[src/common/ctrl_board_defines.svh]
// Timer defaults assume an 80 MHz board clock; FTW and DUTY bases must stay 4-byte aligned
`ifndef CTRL_BOARD_DEFINES_SVH
`define CTRL_BOARD_DEFINES_SVH

// ****************************************
// Widths
// ****************************************
`define CB_LBS_ADDR_W       12
`define CB_LBS_DATA_W       16
`define CB_REG_W            8
`define CB_PHASE_W          32

// ****************************************
// Register map
// ****************************************
`define CB_REG_BASE         12'h000     // Upper address nibble selects the register window
`define CB_ADDR_VERSION     8'h00
`define CB_ADDR_SCRATCH     8'h01
`define CB_ADDR_RELAY       8'h02
`define CB_ADDR_TTL_OUT     8'h03
`define CB_ADDR_TTL_IN      8'h04
`define CB_ADDR_LVTTL_IN    8'h05
`define CB_ADDR_INT_STATUS  8'h06
`define CB_ADDR_INT_MASK    8'h07
`define CB_ADDR_FTW0        8'h08       // Bytes 0x08..0x0B, LSB first
`define CB_ADDR_DUTY0       8'h0C       // Bytes 0x0C..0x0F, LSB first
`define CB_ADDR_PWM_CTRL    8'h10

// Constants and timer defaults
`define CB_VERSION          8'h17
`define CB_CLKS_PER_MS      80000
`define CB_RUN_HALF_MS      500

`endif

[src/common/ctrl_board_pkg.sv]
// Types shared by the control board RTL and testbench; widths come from the defines header
`include "ctrl_board_defines.svh"

package ctrl_board_pkg;

    // ****************************************
    // Vector types
    // ****************************************
    typedef logic [`CB_LBS_ADDR_W-1:0] lbs_addr_t;     // DSP local-bus address
    typedef logic [`CB_LBS_DATA_W-1:0] lbs_data_t;     // DSP local-bus data
    typedef logic [`CB_REG_W-1:0]      reg_addr_t;
    typedef logic [`CB_REG_W-1:0]      reg_data_t;
    typedef logic [`CB_PHASE_W-1:0]    phase_t;        // Accumulator, FTW and duty

    // Register access, one wr or rd pulse per bus access
    typedef struct packed {
        reg_addr_t addr;
        reg_data_t wdata;
        logic      wr;
        logic      rd;
    } reg_req_t;

    // PWM configuration from the register block
    typedef struct packed {
        phase_t    ftw;
        phase_t    duty;
        logic      load;        // One-cycle shadow transfer
        logic      en;
    } pwm_cfg_t;

    // Local-bus access sequencer
    typedef enum logic [1:0] {
        IDLE,
        ACCESS,
        HOLD
    } lbs_state_t;

endpackage

[src/hw/lbs_ctrl.sv]
// Assumes the DSP holds address and data stable for the whole chip-select low period, 6+ cycles
`timescale 1ns/1ps
`include "ctrl_board_defines.svh"

module lbs_ctrl
(
    input  logic                        clk_i,
    input  logic                        rst_n_i,
    input  ctrl_board_pkg::lbs_addr_t   lbs_addr_i,
    input  ctrl_board_pkg::lbs_data_t   lbs_din_i,
    input  logic                        lbs_cs_n_i,
    input  logic                        lbs_we_i,
    input  logic                        lbs_re_i,
    input  ctrl_board_pkg::reg_data_t   rdata_i,
    output ctrl_board_pkg::reg_req_t    req_o,
    output ctrl_board_pkg::lbs_data_t   lbs_dout_o
);

localparam ctrl_board_pkg::lbs_addr_t REG_BASE = `CB_REG_BASE;

logic [2:0]                 strb_meta;      // {cs_n, we, re}
logic [2:0]                 strb_sync;
logic                       hit;
logic                       rd_q;           // Current access is a read
logic                       hit_q;
logic                       rd_done;
ctrl_board_pkg::reg_data_t  rdata_q;
ctrl_board_pkg::lbs_state_t state;

// Register window decode on the upper address bits
assign hit = (lbs_addr_i[`CB_LBS_ADDR_W-1:`CB_REG_W] == REG_BASE[`CB_LBS_ADDR_W-1:`CB_REG_W]);

always_ff @(posedge clk_i)
begin
    if (!rst_n_i)
    begin
        strb_meta <= 3'b100;                // Chip select idles high
        strb_sync <= 3'b100;
    end
    else
    begin
        strb_meta <= {lbs_cs_n_i, lbs_we_i, lbs_re_i};
        strb_sync <= strb_meta;
    end
end

// ****************************************
// Access sequencer
// ****************************************
always_ff @(posedge clk_i)
begin
    if (!rst_n_i)
    begin
        state <= ctrl_board_pkg::IDLE;
        req_o <= '0;
        rd_q  <= 1'b0;
        hit_q <= 1'b0;
    end
    else
    begin
        req_o.wr <= 1'b0;
        req_o.rd <= 1'b0;
        case (state)
            ctrl_board_pkg::IDLE:
            begin
                if (!strb_sync[2])
                begin
                    state       <= ctrl_board_pkg::ACCESS;
                    req_o.addr  <= lbs_addr_i[`CB_REG_W-1:0];
                    req_o.wdata <= lbs_din_i[`CB_REG_W-1:0];
                    req_o.wr    <= strb_sync[1] & hit;
                    req_o.rd    <= strb_sync[0] & ~strb_sync[1] & hit;  // Write wins
                    rd_q        <= strb_sync[0] & ~strb_sync[1];
                    hit_q       <= hit;
                end
            end
            ctrl_board_pkg::ACCESS: state <= ctrl_board_pkg::HOLD;
            ctrl_board_pkg::HOLD:
            begin
                if (strb_sync[2])           // Wait for chip select release
                    state <= ctrl_board_pkg::IDLE;
            end
            default: state <= ctrl_board_pkg::IDLE;
        endcase
    end
end

// Read data capture in ACCESS, then the pin register
always_ff @(posedge clk_i)
begin
    if (state == ctrl_board_pkg::ACCESS && rd_q)
        rdata_q <= hit_q ? rdata_i : '0;    // Outside the window reads zero
end

always_ff @(posedge clk_i)
begin
    if (!rst_n_i)
    begin
        rd_done    <= 1'b0;
        lbs_dout_o <= '0;
    end
    else
    begin
        rd_done <= (state == ctrl_board_pkg::ACCESS) && rd_q;
        if (rd_done)
            lbs_dout_o <= {{(`CB_LBS_DATA_W-`CB_REG_W){1'b0}}, rdata_q};
    end
end

endmodule

[src/hw/sys_registers.sv]
// LVTTL interrupts latch on synchronized rising edges only; FTW and DUTY are unknown until written
`timescale 1ns/1ps
`include "ctrl_board_defines.svh"

module sys_registers
(
    input  logic                        clk_i,
    input  logic                        rst_n_i,
    input  ctrl_board_pkg::reg_req_t    req_i,
    input  logic [5:0]                  f_ttl_i,
    input  logic [7:0]                  lvttl_i,
    output ctrl_board_pkg::reg_data_t   rdata_o,
    output logic [7:0]                  int_o,
    output logic [3:0]                  relay_con_o,
    output logic                        relay_oen_o,
    output logic [5:0]                  ttl_o,
    output logic                        ttl_en_o,
    output logic                        lvttl_en_o,
    output ctrl_board_pkg::pwm_cfg_t    pwm_cfg_o
);

localparam ctrl_board_pkg::reg_addr_t FTW_BASE  = `CB_ADDR_FTW0;
localparam ctrl_board_pkg::reg_addr_t DUTY_BASE = `CB_ADDR_DUTY0;

ctrl_board_pkg::reg_data_t  scratch_q;
ctrl_board_pkg::reg_data_t  int_status_q;
ctrl_board_pkg::reg_data_t  int_mask_q;
ctrl_board_pkg::phase_t     ftw_q;
ctrl_board_pkg::phase_t     duty_q;
logic                       pwm_en_q;
logic                       pwm_load_q;
logic [5:0]                 ttl_meta;
logic [5:0]                 ttl_sync;
logic [7:0]                 lvttl_meta;
logic [7:0]                 lvttl_sync;
logic [7:0]                 lvttl_prev;
logic                       ftw_sel;
logic                       duty_sel;

assign ftw_sel  = (req_i.addr[7:2] == FTW_BASE[7:2]);
assign duty_sel = (req_i.addr[7:2] == DUTY_BASE[7:2]);

// ****************************************
// Control registers
// ****************************************
always_ff @(posedge clk_i)
begin
    if (!rst_n_i)
    begin
        scratch_q   <= '0;
        relay_con_o <= '0;
        relay_oen_o <= 1'b1;                // Relay buffer disabled
        ttl_o       <= '0;
        ttl_en_o    <= 1'b0;
        lvttl_en_o  <= 1'b0;
        int_mask_q  <= '0;
        pwm_en_q    <= 1'b0;
        pwm_load_q  <= 1'b0;
    end
    else
    begin
        pwm_load_q <= 1'b0;
        if (req_i.wr)
        begin
            case (req_i.addr)
                `CB_ADDR_SCRATCH:  scratch_q <= req_i.wdata;
                `CB_ADDR_RELAY:
                begin
                    relay_con_o <= req_i.wdata[3:0];
                    relay_oen_o <= req_i.wdata[7];
                end
                `CB_ADDR_TTL_OUT:
                begin
                    ttl_o      <= req_i.wdata[5:0];
                    lvttl_en_o <= req_i.wdata[6];
                    ttl_en_o   <= req_i.wdata[7];
                end
                `CB_ADDR_INT_MASK: int_mask_q <= req_i.wdata;
                `CB_ADDR_PWM_CTRL:
                begin
                    pwm_en_q   <= req_i.wdata[0];
                    pwm_load_q <= req_i.wdata[1];   // Self-clearing
                end
                default: ;
            endcase
        end
    end
end

// Phase words, little-endian bytes
always_ff @(posedge clk_i)
begin
    if (req_i.wr && ftw_sel)
        ftw_q[8*req_i.addr[1:0] +: 8] <= req_i.wdata;
    if (req_i.wr && duty_sel)
        duty_q[8*req_i.addr[1:0] +: 8] <= req_i.wdata;
end

// ****************************************
// Input sync and interrupt latch
// ****************************************
always_ff @(posedge clk_i)
begin
    if (!rst_n_i)
    begin
        ttl_meta     <= '0;
        ttl_sync     <= '0;
        lvttl_meta   <= '0;
        lvttl_sync   <= '0;
        lvttl_prev   <= '0;
        int_status_q <= '0;
    end
    else
    begin
        ttl_meta   <= f_ttl_i;
        ttl_sync   <= ttl_meta;
        lvttl_meta <= lvttl_i;
        lvttl_sync <= lvttl_meta;
        lvttl_prev <= lvttl_sync;
        // A new edge beats a clear in the same cycle
        if (req_i.wr && req_i.addr == `CB_ADDR_INT_STATUS)
            int_status_q <= (int_status_q & ~req_i.wdata) | (lvttl_sync & ~lvttl_prev);
        else
            int_status_q <= int_status_q | (lvttl_sync & ~lvttl_prev);
    end
end

assign int_o = int_status_q & int_mask_q;

// Read mux
always_comb
begin
    rdata_o = '0;
    case (req_i.addr)
        `CB_ADDR_VERSION:    rdata_o = `CB_VERSION;
        `CB_ADDR_SCRATCH:    rdata_o = scratch_q;
        `CB_ADDR_RELAY:      rdata_o = {relay_oen_o, 3'b000, relay_con_o};
        `CB_ADDR_TTL_OUT:    rdata_o = {ttl_en_o, lvttl_en_o, ttl_o};
        `CB_ADDR_TTL_IN:     rdata_o = {2'b00, ttl_sync};
        `CB_ADDR_LVTTL_IN:   rdata_o = lvttl_sync;
        `CB_ADDR_INT_STATUS: rdata_o = int_status_q;
        `CB_ADDR_INT_MASK:   rdata_o = int_mask_q;
        `CB_ADDR_PWM_CTRL:   rdata_o = {7'b0000000, pwm_en_q};     // Load reads zero
        default:
        begin
            if (ftw_sel)
                rdata_o = ftw_q[8*req_i.addr[1:0] +: 8];
            else if (duty_sel)
                rdata_o = duty_q[8*req_i.addr[1:0] +: 8];
        end
    endcase
end

assign pwm_cfg_o.ftw  = ftw_q;
assign pwm_cfg_o.duty = duty_q;
assign pwm_cfg_o.load = pwm_load_q;
assign pwm_cfg_o.en   = pwm_en_q;

endmodule

[src/hw/board_timer.sv]
// Toggle interval is CLKS_PER_MS * RUN_HALF_MS clocks; both parameters must be at least 1
`timescale 1ns/1ps
`include "ctrl_board_defines.svh"

module board_timer #(
    parameter int CLKS_PER_MS = `CB_CLKS_PER_MS,
    parameter int RUN_HALF_MS = `CB_RUN_HALF_MS
)
(
    input  logic    clk_i,
    input  logic    rst_n_i,
    output logic    run_o
);

localparam int CLK_CNT_W = $clog2(CLKS_PER_MS + 1);
localparam int MS_CNT_W  = $clog2(RUN_HALF_MS + 1);

logic [CLK_CNT_W-1:0]   clk_cnt;
logic [MS_CNT_W-1:0]    ms_cnt;
logic                   ms_tick;

// ****************************************
// Millisecond tick
// ****************************************
always_ff @(posedge clk_i)
begin
    if (!rst_n_i)
    begin
        clk_cnt <= '0;
        ms_tick <= 1'b0;
    end
    else if (clk_cnt == CLK_CNT_W'(CLKS_PER_MS - 1))
    begin
        clk_cnt <= '0;
        ms_tick <= 1'b1;
    end
    else
    begin
        clk_cnt <= clk_cnt + 1'b1;
        ms_tick <= 1'b0;
    end
end

// Run indicator, one toggle per half period
always_ff @(posedge clk_i)
begin
    if (!rst_n_i)
    begin
        ms_cnt <= '0;
        run_o  <= 1'b0;
    end
    else if (ms_tick)
    begin
        if (ms_cnt == MS_CNT_W'(RUN_HALF_MS - 1))
        begin
            ms_cnt <= '0;
            run_o  <= ~run_o;
        end
        else
            ms_cnt <= ms_cnt + 1'b1;
    end
end

endmodule

[src/hw/pwm_ctrl.sv]
// New FTW and duty act only after a load pulse; output duty is duty / 2^32 of each phase wrap
`timescale 1ns/1ps

module pwm_ctrl
(
    input  logic                        clk_i,
    input  logic                        rst_n_i,
    input  ctrl_board_pkg::pwm_cfg_t    cfg_i,
    output logic                        pwm_o
);

ctrl_board_pkg::phase_t ftw_q;      // Active frequency word
ctrl_board_pkg::phase_t duty_q;     // Active duty threshold
ctrl_board_pkg::phase_t acc;

// ****************************************
// Shadow transfer and phase accumulator
// ****************************************
always_ff @(posedge clk_i)
begin
    if (!rst_n_i)
    begin
        ftw_q  <= '0;
        duty_q <= '0;
        acc    <= '0;
    end
    else if (cfg_i.load)
    begin
        ftw_q  <= cfg_i.ftw;
        duty_q <= cfg_i.duty;
        acc    <= '0;                   // Restart the period
    end
    else if (cfg_i.en)
        acc <= acc + ftw_q;             // Wraps at 2^32
    else
        acc <= '0;
end

// High for the first part of each period
assign pwm_o = cfg_i.en & (acc < duty_q);

endmodule

[src/hw/control_board.sv]
// Single board clock domain; local bus uses split read/write data and has no wait signal
`timescale 1ns/1ps
`include "ctrl_board_defines.svh"

module control_board #(
    parameter int CLKS_PER_MS = `CB_CLKS_PER_MS,
    parameter int RUN_HALF_MS = `CB_RUN_HALF_MS
)
(
    input  logic                        clk_i,
    input  logic                        rst_n_i,
    // DSP local bus
    input  ctrl_board_pkg::lbs_addr_t   lbs_addr_i,
    input  ctrl_board_pkg::lbs_data_t   lbs_din_i,
    input  logic                        lbs_cs_n_i,
    input  logic                        lbs_we_i,
    input  logic                        lbs_re_i,
    output ctrl_board_pkg::lbs_data_t   lbs_dout_o,
    output logic [7:0]                  dsp_fpga_d_o,   // Interrupt lines to DSP
    // Board I/O
    output logic [3:0]                  f_relay_con_o,
    output logic                        f_relay_oen_o,  // Active low
    input  logic [5:0]                  f_ttl_i,
    output logic [5:0]                  f_ttl_o,
    output logic                        f_ttl_en_o,
    input  logic [7:0]                  lvttl_i,
    output logic                        lvttl_en_o,
    output logic                        fpga_run_s_o,
    output logic                        speak_con_o
);

ctrl_board_pkg::reg_req_t   reg_req;
ctrl_board_pkg::reg_data_t  reg_rdata;
ctrl_board_pkg::pwm_cfg_t   pwm_cfg;

lbs_ctrl u_lbs_ctrl
(
    .clk_i              (clk_i          ),
    .rst_n_i            (rst_n_i        ),
    .lbs_addr_i         (lbs_addr_i     ),
    .lbs_din_i          (lbs_din_i      ),
    .lbs_cs_n_i         (lbs_cs_n_i     ),
    .lbs_we_i           (lbs_we_i       ),
    .lbs_re_i           (lbs_re_i       ),
    .rdata_i            (reg_rdata      ),
    .req_o              (reg_req        ),
    .lbs_dout_o         (lbs_dout_o     )
);

sys_registers u_sys_registers
(
    .clk_i              (clk_i          ),
    .rst_n_i            (rst_n_i        ),
    .req_i              (reg_req        ),
    .f_ttl_i            (f_ttl_i        ),
    .lvttl_i            (lvttl_i        ),
    .rdata_o            (reg_rdata      ),
    .int_o              (dsp_fpga_d_o   ),
    .relay_con_o        (f_relay_con_o  ),
    .relay_oen_o        (f_relay_oen_o  ),
    .ttl_o              (f_ttl_o        ),
    .ttl_en_o           (f_ttl_en_o     ),
    .lvttl_en_o         (lvttl_en_o     ),
    .pwm_cfg_o          (pwm_cfg        )
);

board_timer #(
    .CLKS_PER_MS        (CLKS_PER_MS    ),
    .RUN_HALF_MS        (RUN_HALF_MS    )
)
u_board_timer
(
    .clk_i              (clk_i          ),
    .rst_n_i            (rst_n_i        ),
    .run_o              (fpga_run_s_o   )
);

pwm_ctrl u_pwm_ctrl
(
    .clk_i              (clk_i          ),
    .rst_n_i            (rst_n_i        ),
    .cfg_i              (pwm_cfg        ),
    .pwm_o              (speak_con_o    )
);

endmodule

[config.mk]
export PLATFORM = sky130hd
export DESIGN_NAME = control_board
export DESIGN_NICKNAME = d
export VERILOG_FILES = /design/src/common/ctrl_board_pkg.sv /design/src/hw/lbs_ctrl.sv /design/src/hw/sys_registers.sv /design/src/hw/board_timer.sv /design/src/hw/pwm_ctrl.sv /design/src/hw/control_board.sv
export VERILOG_INCLUDE_DIRS = /design/src /design/src/common
export SDC_FILE = /design/constraint.sdc
export NUM_CORES = 1
export LEC_CHECK = 0
export ABC_AREA = 1
export BUFFER_PORTS_ARGS = -buffer_cell sky130_fd_sc_hd__buf_4
export CORE_AREA = 2 2 178 180
export DETAILED_ROUTE_END_ITERATION = 6
export DIE_AREA = 0 0 180 182
export PLACE_DENSITY_LB_ADDON = 0.3
export SYNTH_ARGS = -nofsm -noshare
export SYNTH_HDL_FRONTEND = slang
export SYNTH_SLANG_ARGS = --single-unit
[constraint.sdc]
create_clock -name clk_i -period 3 [get_ports clk_i]
set_input_delay 0.15 -clock clk_i [delete_from_list [all_inputs] [get_ports clk_i]]
set_output_delay 0.15 -clock clk_i [all_outputs]
set_load 0.01 [all_outputs]
==> insert_results.sql, run 1 <==
INSERT INTO impl_metrics (metric_group, metric, value, unit) VALUES
('setup_path', 'timing.critical_path.max_delay_family', 'simple AND/OR/NAND/NOR gates', ''),
('clock_network', 'post-cts-setup-buffer-count', '0', ''),
('setup_path', 'reg2regPathDepth', '10', ''),
('final_layout', 'design.final.nets', '2140', ''),
('synth', 'number_of_register_bits_inferred_by_synthesis', '307', ''),
('final_layout', 'synthToLayoutAreaGrowth', '15.80', '%'),
('routing', 'router_iterations_before_antenna_repair', '5', ''),
('floorplanning', 'die_height', '182', 'um'),
('setup_path', 'cp_slowest_stage_delay', '430', 'ps'),
('floorplanning', 'core-area', '30990', 'um2'),
('final_layout', 'layout_common_cells', 'sky130_fd_sc_hd__nand2_1 (416), sky130_fd_sc_hd__inv_1 (288), sky130_fd_sc_hd__dfxtp_1 (235)', ''),
('pwr', 'power_leakage', '7.704', 'nW'),
('synth', 'yosys_warnings', '0', ''),
('clock_network', 'cts_buffer_depth', '3', ''),
('timing', 'finClkSkew', '38.07', 'ps'),
('timing', 'relSlewSlack', '32.54', '%'),
('routing', 'post_route_drc', '0', ''),
('timing', 'tightest_slew', '1004', 'ps'),
('routing', 'vias', '12450', ''),
('final_layout', 'num_antenna_cells', '0', ''),
('final_layout', 'drive_gt1_share', '8.643', '%'),
('synth', 'synth_top_flop_cell', 'sky130_fd_sc_hd__dfxtp_1', ''),
('setup_path', 'crit_slowest_cell', 'sky130_fd_sc_hd__dfxtp_1', ''),
('setup_path', 'setup.worst_path.class', 'reg -> out', ''),
('grt', 'grt_start_max_net_pins', '77', ''),
('floorplanning', 'row_count', '65', ''),
('setup_path', 'end_kind', 'output port', ''),
('synth', 'post_synth_instance_area', '14650', 'um2'),
('final_layout', 'fin_area', '16960', 'um2'),
('clock_network', 'ctsHtreeMaxLevel', '2', ''),
('timing', 'count_of_pins_over_their_slew_limit', '0', ''),
('clock_network', 'cts.sinks', '307', ''),
('setup_path', 'worstPathCellList', 'ha_1, o21ai_0, nand2_1, nand3_1, nand2_1, nand2_1, nand2_1, nand2_1, nand2_1, a21oi_1, buf_4', ''),
('grt', 'grtUsageTotal', '23.17', '%'),
('timing', 'fin_setup_tns', '0', 'ps'),
('timing', 'finalCritPeriodShare', '77.78', '%'),
('timing', 'fmaxAchievable', '428.6', 'MHz'),
('synth', 'synth_area_per_cell', '7.620', 'um2'),
('clock_network', 'clock_latency', '520', 'ps'),
('setup_path', 'startpoint_type', 'register', ''),
('synth', 'post_synth_xor_area_fraction', '1.316', '%'),
('pwr', 'ir_drop', '0.0004352', 'V'),
('pwr', 'power_density', '515.4', 'nW/um2'),
('grt', 'first_pass_grt_wire_length', '61090', 'um'),
('routing', 'detail_route.vias_per_cell', '5.082', ''),
('clock_network', 'worst_setup_hold_path_clk_slew', '60', 'ps'),
('timing', 'hold_viol', '0', ''),
('min_path', 'hold_class', 'in -> reg', ''),
('status', 'status', 'finished, final reports clean', ''),
('timing', 'grt_setup_unrepaired', 'false', ''),
('placed_design', 'count_of_buffers_from_port_buffering', '69', ''),
('grt', 'first_global_vias', '12010', ''),
('routing', 'drt_iter0_markers', '1094', ''),
('grt', 'grt-ovfl-total', '0', ''),
('synth', 'synth_adder_area_share', '6.032', '%'),
('routing', 'wire_per_inst', '15.35', 'um'),
('routing', 'finalWirelength', '37610', 'um'),
('synth', 'main_combinational_cell_family_by_area_after_synthesis', 'simple AND/OR/NAND/NOR gates', ''),
('routing', 'detail-route-antenna-nets', '0', ''),
('floorplanning', 'die_width', '180', 'um'),
('placed_design', 'placement.cell_area', '15520', 'um2'),
('synth', 'muxShareOfSynthArea', '0', '%'),
('final_layout', 'final_common_cell', 'sky130_fd_sc_hd__nand2_1', ''),
('setup_path', 'required', '2850', 'ps'),
('setup_path', 'critical_path_arrival', '2180', 'ps'),
('setup_path', 'path_depth', '11', ''),
('synth', 'simple_gate_fraction_of_synth_area', '22.81', '%'),
('synth', 'compound_gate_portion_of_the_synthesized_area', '13.04', '%'),
('setup_path', 'cp.buffers_inverters', '1', ''),
('clock_network', 'cts.repair.resized', '0', ''),
('clock_network', 'cts_inserted_buffers', '34', '');
## logic make-up after synthesis
group,Yosys count
AOI/OAI and AO/OA,361
xor gates and xnor gates,22
and+or+nand+nor,794
DFF,307
other,1
adders and majority gates,70
buffers and inverters,367
## metrics by stage
| stage | hold slack [ps] | instances | setup slack [ps] | utilization, % |
|---|---|---|---|---|
| floorplan | 247.6 | 1929 | 718.8 | - |
| finish | 16.72 | 2450 | 666.7 | 54.73 |
| CTS | 1.813 | 2450 | 596.3 | 54.73 |
| global placement | 332.6 | 2354 | 866.0 | 50.10 |
| detailed placement | 334.1 | 2354 | 848.3 | 50.10 |
| global route | 15.67 | 2450 | 443.9 | 54.73 |
## report_power, final
group          internal (mW)  switching, mW  total, mW  leakage (nW)
Sequential              4.26         0.0264       4.29          2.52
Clock                   2.40           1.64       4.04         0.516
Combinational          0.142          0.267      0.409          4.67
Total                   6.81           1.93       8.74          7.70
## area by class of cell
class | count | area [um2]
Fill cell | 2855 | 14030
Sequential cell | 307 | 6867
Multi-Input combinational cell | 1255 | 6356
Inverter | 302 | 1139
Timing Repair Buffer | 123 | 1011
Clock buffer | 51 | 957.2
Tap cell | 402 | 503.0
Clock inverter | 10 | 126.4
## flip-flops by register name, summed over array words and instances, names as in the netlist, 2 cells and up
register and flops:
u_board_timer.clk_cnt 17, u_board_timer.ms_cnt 9, u_lbs_ctrl.lbs_dout_o 8, u_lbs_ctrl.rdata_q 8
u_lbs_ctrl.req_o 17, u_lbs_ctrl.state 2, u_lbs_ctrl.strb_meta 3, u_lbs_ctrl.strb_sync 3
u_pwm_ctrl.acc 32, u_pwm_ctrl.duty_q 32, u_pwm_ctrl.ftw_q 32, u_sys_registers.duty_q 32
u_sys_registers.ftw_q 32, u_sys_registers.int_mask_q 8, u_sys_registers.int_status_q 8, u_sys_registers.lvttl_meta 8
u_sys_registers.lvttl_prev 8, u_sys_registers.lvttl_sync 8, u_sys_registers.relay_con_o 4, u_sys_registers.scratch_q 8
u_sys_registers.ttl_meta 6, u_sys_registers.ttl_o 6, u_sys_registers.ttl_sync 6
## routing by layer
metal / part of all wire (%) / up-vias / routed length [um] / GRT usage [%]
li1: - / 6361 / - / -
met1: 45 / 5680 / 16770 / 30.05
met2: 47 / 331 / 17620 / 39.40
met3: 5.0 / 80 / 1876 / 2.948
met4: 3.6 / 0 / 1351 / 9.073
met5: 0 / - / 0 / 0
## cell usage after synthesis, types with 9 or more instances
master / number / area share, %
sky130_fd_sc_hd__buf_4: 9 / 0.46
sky130_fd_sc_hd__clkbuf_1: 45 / 1.2
sky130_fd_sc_hd__a21oi_1: 154 / 5.3
sky130_fd_sc_hd__nand2_1: 416 / 11
sky130_fd_sc_hd__inv_1: 288 / 7.4
sky130_fd_sc_hd__nand4_1: 21 / 0.90
sky130_fd_sc_hd__nand3_1: 62 / 2.1
sky130_fd_sc_hd__o21ai_0: 170 / 5.8
sky130_fd_sc_hd__ha_1: 69 / 5.9
sky130_fd_sc_hd__nor3_1: 33 / 1.1
sky130_fd_sc_hd__xor2_1: 18 / 1.1
sky130_fd_sc_hd__nor2_1: 222 / 5.7
sky130_fd_sc_hd__a211oi_1: 9 / 0.46
sky130_fd_sc_hd__dfxtp_1: 235 / 32
sky130_fd_sc_hd__edfxtp_1: 72 / 15
## worst reg2reg max path: cells and delay by family, from the launching register on
family,cells,cell delay [ps]
buf+inv,3,590
flops,1,330
simple gates,6,790
fa+ha+maj,1,330
## worst paths after layout
kind | slack [ps] | end | startpoint
setup reg to reg | 830 | u_lbs_ctrl.rdata_q[0]$_SDFFCE_PN0P_ | u_lbs_ctrl.req_o[10]$_SDFFE_PN0P_
hold / removal | 20 | u_lbs_ctrl.strb_meta[0]$_SDFF_PN0_ | rst_n_i
hold reg to reg | 410 | u_sys_registers.ttl_sync[2]$_SDFF_PN0_ | u_sys_registers.ttl_meta[2]$_SDFF_PN0_
setup / recovery | 670 | speak_con_o | u_pwm_ctrl.acc[1]$_SDFF_PP0_
## what timing repair did
item / in CTS / in global routing
hold endpoints to repair: 35 / 0
hold buffers: 35 / 0
endpoints found under the setup margin: 0 / 0
(Power assumes the default switching activity.)
==> run 2: changes to the inputs <==
==> constraint.sdc (replaced) <==
create_clock -name clk_i -period 2.1 [get_ports clk_i]
set_input_delay 0.105 -clock clk_i [delete_from_list [all_inputs] [get_ports clk_i]]
set_output_delay 0.105 -clock clk_i [all_outputs]
set_load 0.01 [all_outputs]
==> run 2 against run 1 <==
Effect of this change:
- the run now ends with setup timing left
- core utilization increased by 1.6 points
- clock power increased by 53%
- sequential share of layout area decreased by 1.0 points
- sequential cell count unchanged
- routed wire length increased by 2.0%
- non-clock buffer count increased by 18
- critical path type unchanged
- highest routed layer unchanged
==> insert_results.sql, run 2 (same netlist as run 1, synthesis figures left out) <==
INSERT INTO impl_metrics (metric_group, metric, value, unit) VALUES
('status', 'status', 'complete, but fails checks', ''),
('status', 'violated_checks', 'setup timing', ''),
('setup_path', 'setup.worst_path.class', 'reg -> out', ''),
('setup_path', 'critical_path_arrival', '2010', 'ps'),
('final_layout', 'final_common_cell', 'sky130_fd_sc_hd__nand2_1', ''),
('floorplanning', 'row_count', '65', ''),
('setup_path', 'reg2regPathDepth', '5', ''),
('setup_path', 'reg2reg_setup_slack', '120', 'ps'),
('floorplanning', 'floorplan.die_area', '32760', 'um2'),
('setup_path', 'critical_path_peak_fanout', '2', ''),
('setup_path', 'end_kind', 'output port', ''),
('timing', 'finClkSkew', '22.93', 'ps'),
('floorplanning', 'die_height', '182', 'um'),
('setup_path', 'crit_path_end', 'speak_con_o', ''),
('setup_path', 'startpoint', 'u_pwm_ctrl.acc[18]$_SDFF_PP0_', ''),
('final_layout', 'design.final.nets', '2158', ''),
('clock_network', 'cts_inserted_buffers', '34', ''),
('min_path', 'hold_class', 'in -> reg', ''),
('placed_design', 'number_of_cells_in_the_design_after_placement', '2368', ''),
('floorplanning', 'die_width', '180', 'um'),
('clock_network', 'ctsHtreeMaxLevel', '2', ''),
('setup_path', 'critical_path.reg2reg.endpoint', 'u_sys_registers.ftw_q[6]$_DFFE_PP_', ''),
('timing', 'fin_setup_tns', '-13.18', 'ps'),
('routing', 'detail-route-antenna-nets', '0', ''),
('grt', 'grt_start_max_net_pins', '75', ''),
('timing', 'fmaxAchievable', '473.2', 'MHz'),
('timing', 'relSlewSlack', '42.12', '%'),
('routing', 'detail_route.vias_per_cell', '5.137', ''),
('grt', 'first_pass_grt_wire_length', '61650', 'um'),
('clock_network', 'clock_latency', '510', 'ps'),
('final_layout', 'layout_common_cells', 'sky130_fd_sc_hd__nand2_1 (410), sky130_fd_sc_hd__inv_1 (282), sky130_fd_sc_hd__dfxtp_1 (221)', ''),
('floorplanning', 'initial_utilization', '47.26', '%'),
('clock_network', 'worst_setup_hold_path_clk_slew', '60', 'ps'),
('pwr', 'ir_drop', '0.0006117', 'V'),
('setup_path', 'required', '2000', 'ps'),
('placed_design', 'count_of_buffers_from_port_buffering', '69', ''),
('timing', 'grt_setup_unrepaired', 'true', ''),
('routing', 'met2WireLength', '17540', 'um'),
('floorplanning', 'core-area', '30990', 'um2'),
('routing', 'vias', '12680', ''),
('routing', 'met3_length', '1859', 'um'),
('timing', 'finalCriticalPeriod', '2113', 'ps'),
('floorplanning', 'ios', '86', ''),
('final_layout', 'synthToLayoutAreaGrowth', '19.22', '%'),
('placed_design', 'place_hpwl', '28010', 'um'),
('routing', 'drt_iter0_markers', '859', ''),
('final_layout', 'drive_gt1_share', '11.86', '%'),
('setup_path', 'crit_slowest_cell', 'sky130_fd_sc_hd__dfxtp_1', ''),
('clock_network', 'ctsRootBufferMaster', 'sky130_fd_sc_hd__clkbuf_16', ''),
('setup_path', 'crit_top_cell', 'sky130_fd_sc_hd__nand2_1', ''),
('final_layout', 'layoutNonFillerInstCount', '2468', ''),
('routing', 'wl_met1', '16570', 'um'),
('pwr', 'power_density', '739.2', 'nW/um2'),
('pwr', 'power_leakage', '7.894', 'nW'),
('grt', 'grtUsageTotal', '23.29', '%'),
('setup_path', 'r2r_start', 'u_lbs_ctrl.req_o[10]$_SDFFE_PN0P_', ''),
('setup_path', 'cp_slowest_stage_delay', '340', 'ps'),
('clock_network', 'cts_tree', 'done', ''),
('timing', 'tightest_slew', '867.2', 'ps'),
('setup_path', 'worstPathCellList', 'ha_1, nand2_1, o21ai_2, nand2_1, o211ai_1, nand2_1, nand2_1, a21oi_4, buf_6', ''),
('routing', 'finalWirelength', '38360', 'um'),
('timing', 'count_of_pins_over_their_slew_limit', '0', ''),
('routing', 'router_iterations_before_antenna_repair', '5', ''),
('final_layout', 'num_antenna_cells', '0', ''),
('timing', 'finalCritPeriodShare', '100.6', '%'),
('clock_network', 'cts_buffer_depth', '3', ''),
('placed_design', 'gp_routability_congestion', '0.9399', ''),
('timing', 'final-setup-viol-count', '1', ''),
('routing', 'wire_per_inst', '15.54', 'um'),
('clock_network', 'cts.sinks', '307', ''),
('grt', 'grt-ovfl-total', '0', ''),
('timing', 'layout_setup_ws', '-13.18', 'ps'),
('job', 'max_cap_violations', '0', ''),
('grt', 'first_global_vias', '12540', ''),
('timing', 'hold_viol', '0', ''),
('routing', 'topRoutingLayerUsed', 'met4', ''),
('routing', 'post_route_drc', '0', ''),
('setup_path', 'startpoint_type', 'register', ''),
('grt', 'antenna_found_initial', '0', '');
-- run 2: cell types whose count changed in the layout (fill, tap and decap cells not counted), sizes merged --
cell / change
buf: +15
bufinv: +3
clkbuf: -9
clkinv: +10
clkinvlp: -3
dlygate4sd3: +3
inv: -1
-- run 2: cell type report --
class / count / area [um2]
multi-input cells: 1255 / 6578
flip-flops and latches: 307 / 6889
well taps: 402 / 503.0
inverters: 302 / 1140
fillers: 2778 / 13530
clock inverters: 19 / 225.2
repair buffers: 141 / 1182
clock buffers: 42 / 943.4
-- run 2: layer usage --
layer / GRT usage (%) / up-vias
met1: 28.53 / 5773
met3: 2.808 / 128
met4: 14.89 / 0
met2: 39.02 / 377
li1: - / 6400
met5: 0 / -
-- run 2: worst min path at each step --
stage / cells after the start / from / end
6_report: 4 / lvttl_i[7] / u_sys_registers.lvttl_meta[7]$_SDFF_PN0_
3_3_place_gp: 3 / lvttl_i[2] / u_sys_registers.lvttl_meta[2]$_SDFF_PN0_
2_1_floorplan: 2 / lbs_re_i / u_lbs_ctrl.strb_meta[0]$_SDFF_PN0_
5_1_grt: 3 / lbs_cs_n_i / u_lbs_ctrl.strb_meta[2]$_SDFF_PN1_
3_5_place_dp: 3 / lvttl_i[7] / u_sys_registers.lvttl_meta[7]$_SDFF_PN0_
4_1_cts: 4 / f_ttl_i[5] / u_sys_registers.ttl_meta[5]$_SDFF_PN0_
-- run 2: worst max-delay path: cells and delay by family (launching register included) --
family | cells | cell delay, ps
and+or+nand+nor | 4 | 360
AOI/OAI and AO/OA | 3 | 350
DFF | 1 | 340
adders and majority gates | 1 | 310
buffers and inverters | 1 | 130
-- run 2: metrics by stage --
step | power [mW] | util [%] | setup slack (ps) | hold slack, ps | instance area, um2
final | 12.91 | 56.35 | -13.18 | 323.3 | 17460
after floorplan | 6.586 | - | -55.71 | 202.6 | 14680
after global placement | 6.790 | 50.54 | 122.8 | 287.0 | 15660
after global routing | 13.33 | 56.35 | -81.33 | 334.1 | 17460
after CTS | 13.00 | 56.27 | -5.106 | 309.6 | 17440
after detailed placement | 6.801 | 50.54 | 120.5 | 289.4 | 15660
-- run 2: power by group --
group,switching (mW),total (mW),internal (mW)
clock network,2.36,6.17,3.81
logic,0.391,0.613,0.222
registers,0.0400,6.13,6.09
-- run 2: what timing repair did --
| item | CTS | global route |
|---|---|---|
| buffers inserted | 1 | 0 |
| hold buffers | 38 | 0 |
| endpoints found under the hold margin | 47 | 0 |
| pin swaps | 16 | 4 |
| endpoints found under the setup margin | 1 | 8 |
| resized for setup | 48 | 6 |
==> run 3: changes to the inputs <==
--- a/config.mk
+++ b/config.mk
@@ -11,7 +11,7 @@
 export CORE_AREA = 2 2 178 180
 export DETAILED_ROUTE_END_ITERATION = 6
 export DIE_AREA = 0 0 180 182
-export PLACE_DENSITY_LB_ADDON = 0.3
+export PLACE_DENSITY = 0.63
 export SYNTH_ARGS = -nofsm -noshare
 export SYNTH_HDL_FRONTEND = slang
 export SYNTH_SLANG_ARGS = --single-unit
==> constraint.sdc (replaced) <==
create_clock -name clk_i -period 2.7 [get_ports clk_i]
set_input_delay 0.135 -clock clk_i [delete_from_list [all_inputs] [get_ports clk_i]]
set_output_delay 0.135 -clock clk_i [all_outputs]
set_load 0.01 [all_outputs]
==> run 3 against run 2 <==
Effect of this change:
- the run now ends clean
- clock skew shrank 4.4 ps
- core utilization decreased by 0.82 points
- sequential share of layout area increased by 0.45 points
- power shrank 20%
- first-iteration DRC count is 0.12% lower
- clock power shrank 17%
- register-to-register slack gained 490 ps
- global-route usage is 0.36 points lower
- via count decreased by 2.0%
- sequential cell count is the same
- critical path type unchanged
==> insert_results.sql, run 3 (same netlist as run 1, synthesis figures left out) <==
INSERT INTO impl_metrics (metric_group, metric, value, unit) VALUES
('status', 'status', 'finished, final reports clean', ''),
('setup_path', 'r2r_start', 'u_lbs_ctrl.req_o[17]$_SDFFE_PN0P_', ''),
('routing', 'finalWirelength', '37780', 'um'),
('placed_design', 'dpl_worst_slack', '620.0', 'ps'),
('routing', 'wire_per_inst', '15.38', 'um'),
('pwr', 'share_clk_of_total_power', '49.6', '%'),
('floorplanning', 'die_width', '180', 'um'),
('pwr', 'pwr-share-comb', '4.5', '%'),
('setup_path', 'crit_top_cell', 'sky130_fd_sc_hd__nand2_1', ''),
('floorplanning', 'row_count', '65', ''),
('setup_path', 'worstPathCellList', 'ha_1, a21oi_1, o21ai_0, nand2_1, o211ai_1, nand2_1, nand2_1, a21oi_1, buf_4', ''),
('min_path', 'min-delay-start', 'rst_n_i', ''),
('final_layout', 'design.final.nets', '2145', ''),
('timing', 'fin_setup_tns', '0', 'ps'),
('setup_path', 'critical_path_arrival', '2220', 'ps'),
('grt', 'antenna_found_initial', '0', ''),
('final_layout', 'layoutNonFillerInstCount', '2456', ''),
('placed_design', 'place_hpwl', '28220', 'um'),
('clock_network', 'cts_inserted_buffers', '35', ''),
('timing', 'tightest_slew', '715.5', 'ps'),
('routing', 'met2WireLength', '17550', 'um'),
('placed_design', 'placement.cell_area', '15580', 'um2'),
('pwr', 'power_density', '602.1', 'nW/um2'),
('floorplanning', 'ios', '86', ''),
('grt', 'grtUsageTotal', '22.93', '%'),
('timing', 'relSlewSlack', '52.12', '%'),
('setup_path', 'required', '2570', 'ps'),
('final_layout', 'num_antenna_cells', '0', ''),
('timing', 'fmaxAchievable', '424.9', 'MHz'),
('routing', 'post_route_drc', '0', ''),
('timing', 'hold_viol', '0', ''),
('pwr', 'share_of_power_burned_in_registers', '46.0', '%'),
('grt', 'first_global_vias', '11870', ''),
('pwr', 'p_switching', '2.201', 'mW'),
('floorplanning', 'core-area', '30990', 'um2'),
('setup_path', 'critical_path_peak_fanout', '2', ''),
('timing', 'layout_setup_ws', '346.4', 'ps'),
('pwr', 'ir_drop', '0.0004215', 'V'),
('clock_network', 'ctsRootBufferMaster', 'sky130_fd_sc_hd__clkbuf_16', ''),
('timing', 'finClkSkew', '18.51', 'ps'),
('timing', 'finalCriticalPeriod', '2354', 'ps'),
('floorplanning', 'initial_utilization', '47.26', '%'),
('clock_network', 'cts.repair.resized', '0', ''),
('clock_network', 'clock_latency', '510', 'ps'),
('setup_path', 'end_kind', 'output port', ''),
('clock_network', 'ctsHtreeMaxLevel', '2', ''),
('timing', 'final-setup-viol-count', '0', ''),
('pwr', 'power_leakage', '7.839', 'nW'),
('timing', 'count_of_pins_over_their_slew_limit', '0', ''),
('setup_path', 'startpoint', 'u_pwm_ctrl.acc[17]$_SDFF_PP0_', ''),
('timing', 'hold_slack', '72.77', 'ps'),
('setup_path', 'timing.critical_path.max_delay_family', 'compound AO/OA/AOI/OAI gates', ''),
('min_path', 'hold_class', 'in -> reg', ''),
('grt', 'first_pass_grt_wire_length', '60280', 'um'),
('job', 'max_cap_violations', '0', ''),
('clock_network', 'cts_buffer_depth', '3', ''),
('placed_design', 'number_of_cells_in_the_design_after_placement', '2358', ''),
('final_layout', 'final_common_cell', 'sky130_fd_sc_hd__nand2_1', ''),
('routing', 'router_iterations_before_antenna_repair', '5', ''),
('grt', 'grt_start_max_net_pins', '82', ''),
('routing', 'detail-route-antenna-nets', '0', ''),
('pwr', 'power_switching_share', '21.24', '%'),
('floorplanning', 'floorplan.die_area', '32760', 'um2'),
('placed_design', 'count_of_buffers_from_port_buffering', '69', ''),
('timing', 'finalCritPeriodShare', '87.17', '%'),
('routing', 'detail_route.vias_per_cell', '5.059', ''),
('routing', 'wl_met1', '16950', 'um'),
('placed_design', 'gp_routability_congestion', '0.9324', ''),
('final_layout', 'final.fill_count', '2870', ''),
('setup_path', 'crit_slowest_cell', 'sky130_fd_sc_hd__dfxtp_1', ''),
('routing', 'topRoutingLayerUsed', 'met4', ''),
('routing', 'drt_iter0_markers', '858', ''),
('clock_network', 'cts_tree', 'done', ''),
('setup_path', 'cp_slowest_stage_delay', '340', 'ps'),
('clock_network', 'post-cts-setup-buffer-count', '0', ''),
('setup_path', 'setup.worst_path.class', 'reg -> out', ''),
('final_layout', 'drive_gt1_share', '9.299', '%'),
('grt', 'grt-ovfl-total', '0', ''),
('clock_network', 'cts.sinks', '307', ''),
('routing', 'met3_length', '1463', 'um'),
('clock_network', 'worst_setup_hold_path_clk_slew', '70', 'ps'),
('final_layout', 'layout_common_cells', 'sky130_fd_sc_hd__nand2_1 (416), sky130_fd_sc_hd__inv_1 (288), sky130_fd_sc_hd__dfxtp_1 (235)', ''),
('final_layout', 'multi_input_comb_area', '6356', 'um2'),
('timing', 'grt_setup_unrepaired', 'false', ''),
('floorplanning', 'die_height', '182', 'um'),
('final_layout', 'final-seq-area', '6867', 'um2'),
('final_layout', 'fin_area', '17210', 'um2'),
('setup_path', 'cp.buffers_inverters', '1', ''),
('setup_path', 'startpoint_type', 'register', ''),
('pwr', 'internal_power', '8.160', 'mW'),
('final_layout', 'synthToLayoutAreaGrowth', '17.50', '%'),
('routing', 'vias', '12420', '');
-- run 3: cell types whose count changed in the layout (fill, tap and decap cells not counted), sizes merged --
cell / delta
clkinv: -8
bufinv: +1
clkbuf: +9
buf: -11
dlygate4sd3: -3
-- run 3: cell type report --
| cell class | instances | share of cell area, % |
|---|---|---|
| Clock inverter | 12 | 1.396 |
| Timing Repair Buffer | 127 | 6.195 |
| Inverter | 302 | 6.617 |
| Clock buffer | 51 | 6.028 |
| Tap cell | 402 | 2.923 |
| Sequential cell | 307 | 39.90 |
| Multi-Input combinational cell | 1255 | 36.94 |
-- run 3: metrics by stage --
step                      power (mW)  util [%]
after floorplan                5.122         -
after global placement         5.274     50.28
after detailed placement       5.281     50.28
after CTS                      10.45     55.53
after global routing           10.67     55.53
final                          10.36     55.53
-- run 3: what timing repair did --
action,4_1_cts,5_1_grt
endpoints found under the hold margin,35,0
hold buffers,35,0
setup endpoints to repair,0,0
-- run 3: per-layer routing --
layer / vias up / global-route usage [%]
li1: 6375 / -
met1: 5690 / 29.07
met2: 275 / 39.07
met3: 84 / 2.888
met4: 0 / 10.54
met5: - / 0
-- run 3: power by group through the flow --
stage	Clock (mW)	Combinational, mW	Sequential, mW
5_1_grt	5.40	0.503	4.77
4_1_cts	5.22	0.459	4.76
3_3_place_gp	0	0.411	4.86
6_report	5.14	0.461	4.76
2_1_floorplan	0	0.265	4.86
3_5_place_dp	0	0.417	4.86
-- run 3: worst paths after layout --
| path | endpoint | slack, ps | cells past startpoint |
|---|---|---|---|
| setup / recovery | speak_con_o | 350 | 9 |
| hold / removal | u_lbs_ctrl.lbs_dout_o[0]$_SDFFE_PN0P_ | 70 | 3 |
| setup reg to reg | u_sys_registers.duty_q[6]$_DFFE_PP_ | 610 | 8 |
| hold reg to reg | u_sys_registers.ttl_sync[0]$_SDFF_PN0_ | 410 | 2 |
-- run 3: worst min-delay path, cell delays in order --
cell	delay, ps
sky130_fd_sc_hd__buf_4	230
sky130_fd_sc_hd__o21ai_0	120
sky130_fd_sc_hd__nor2_1	40
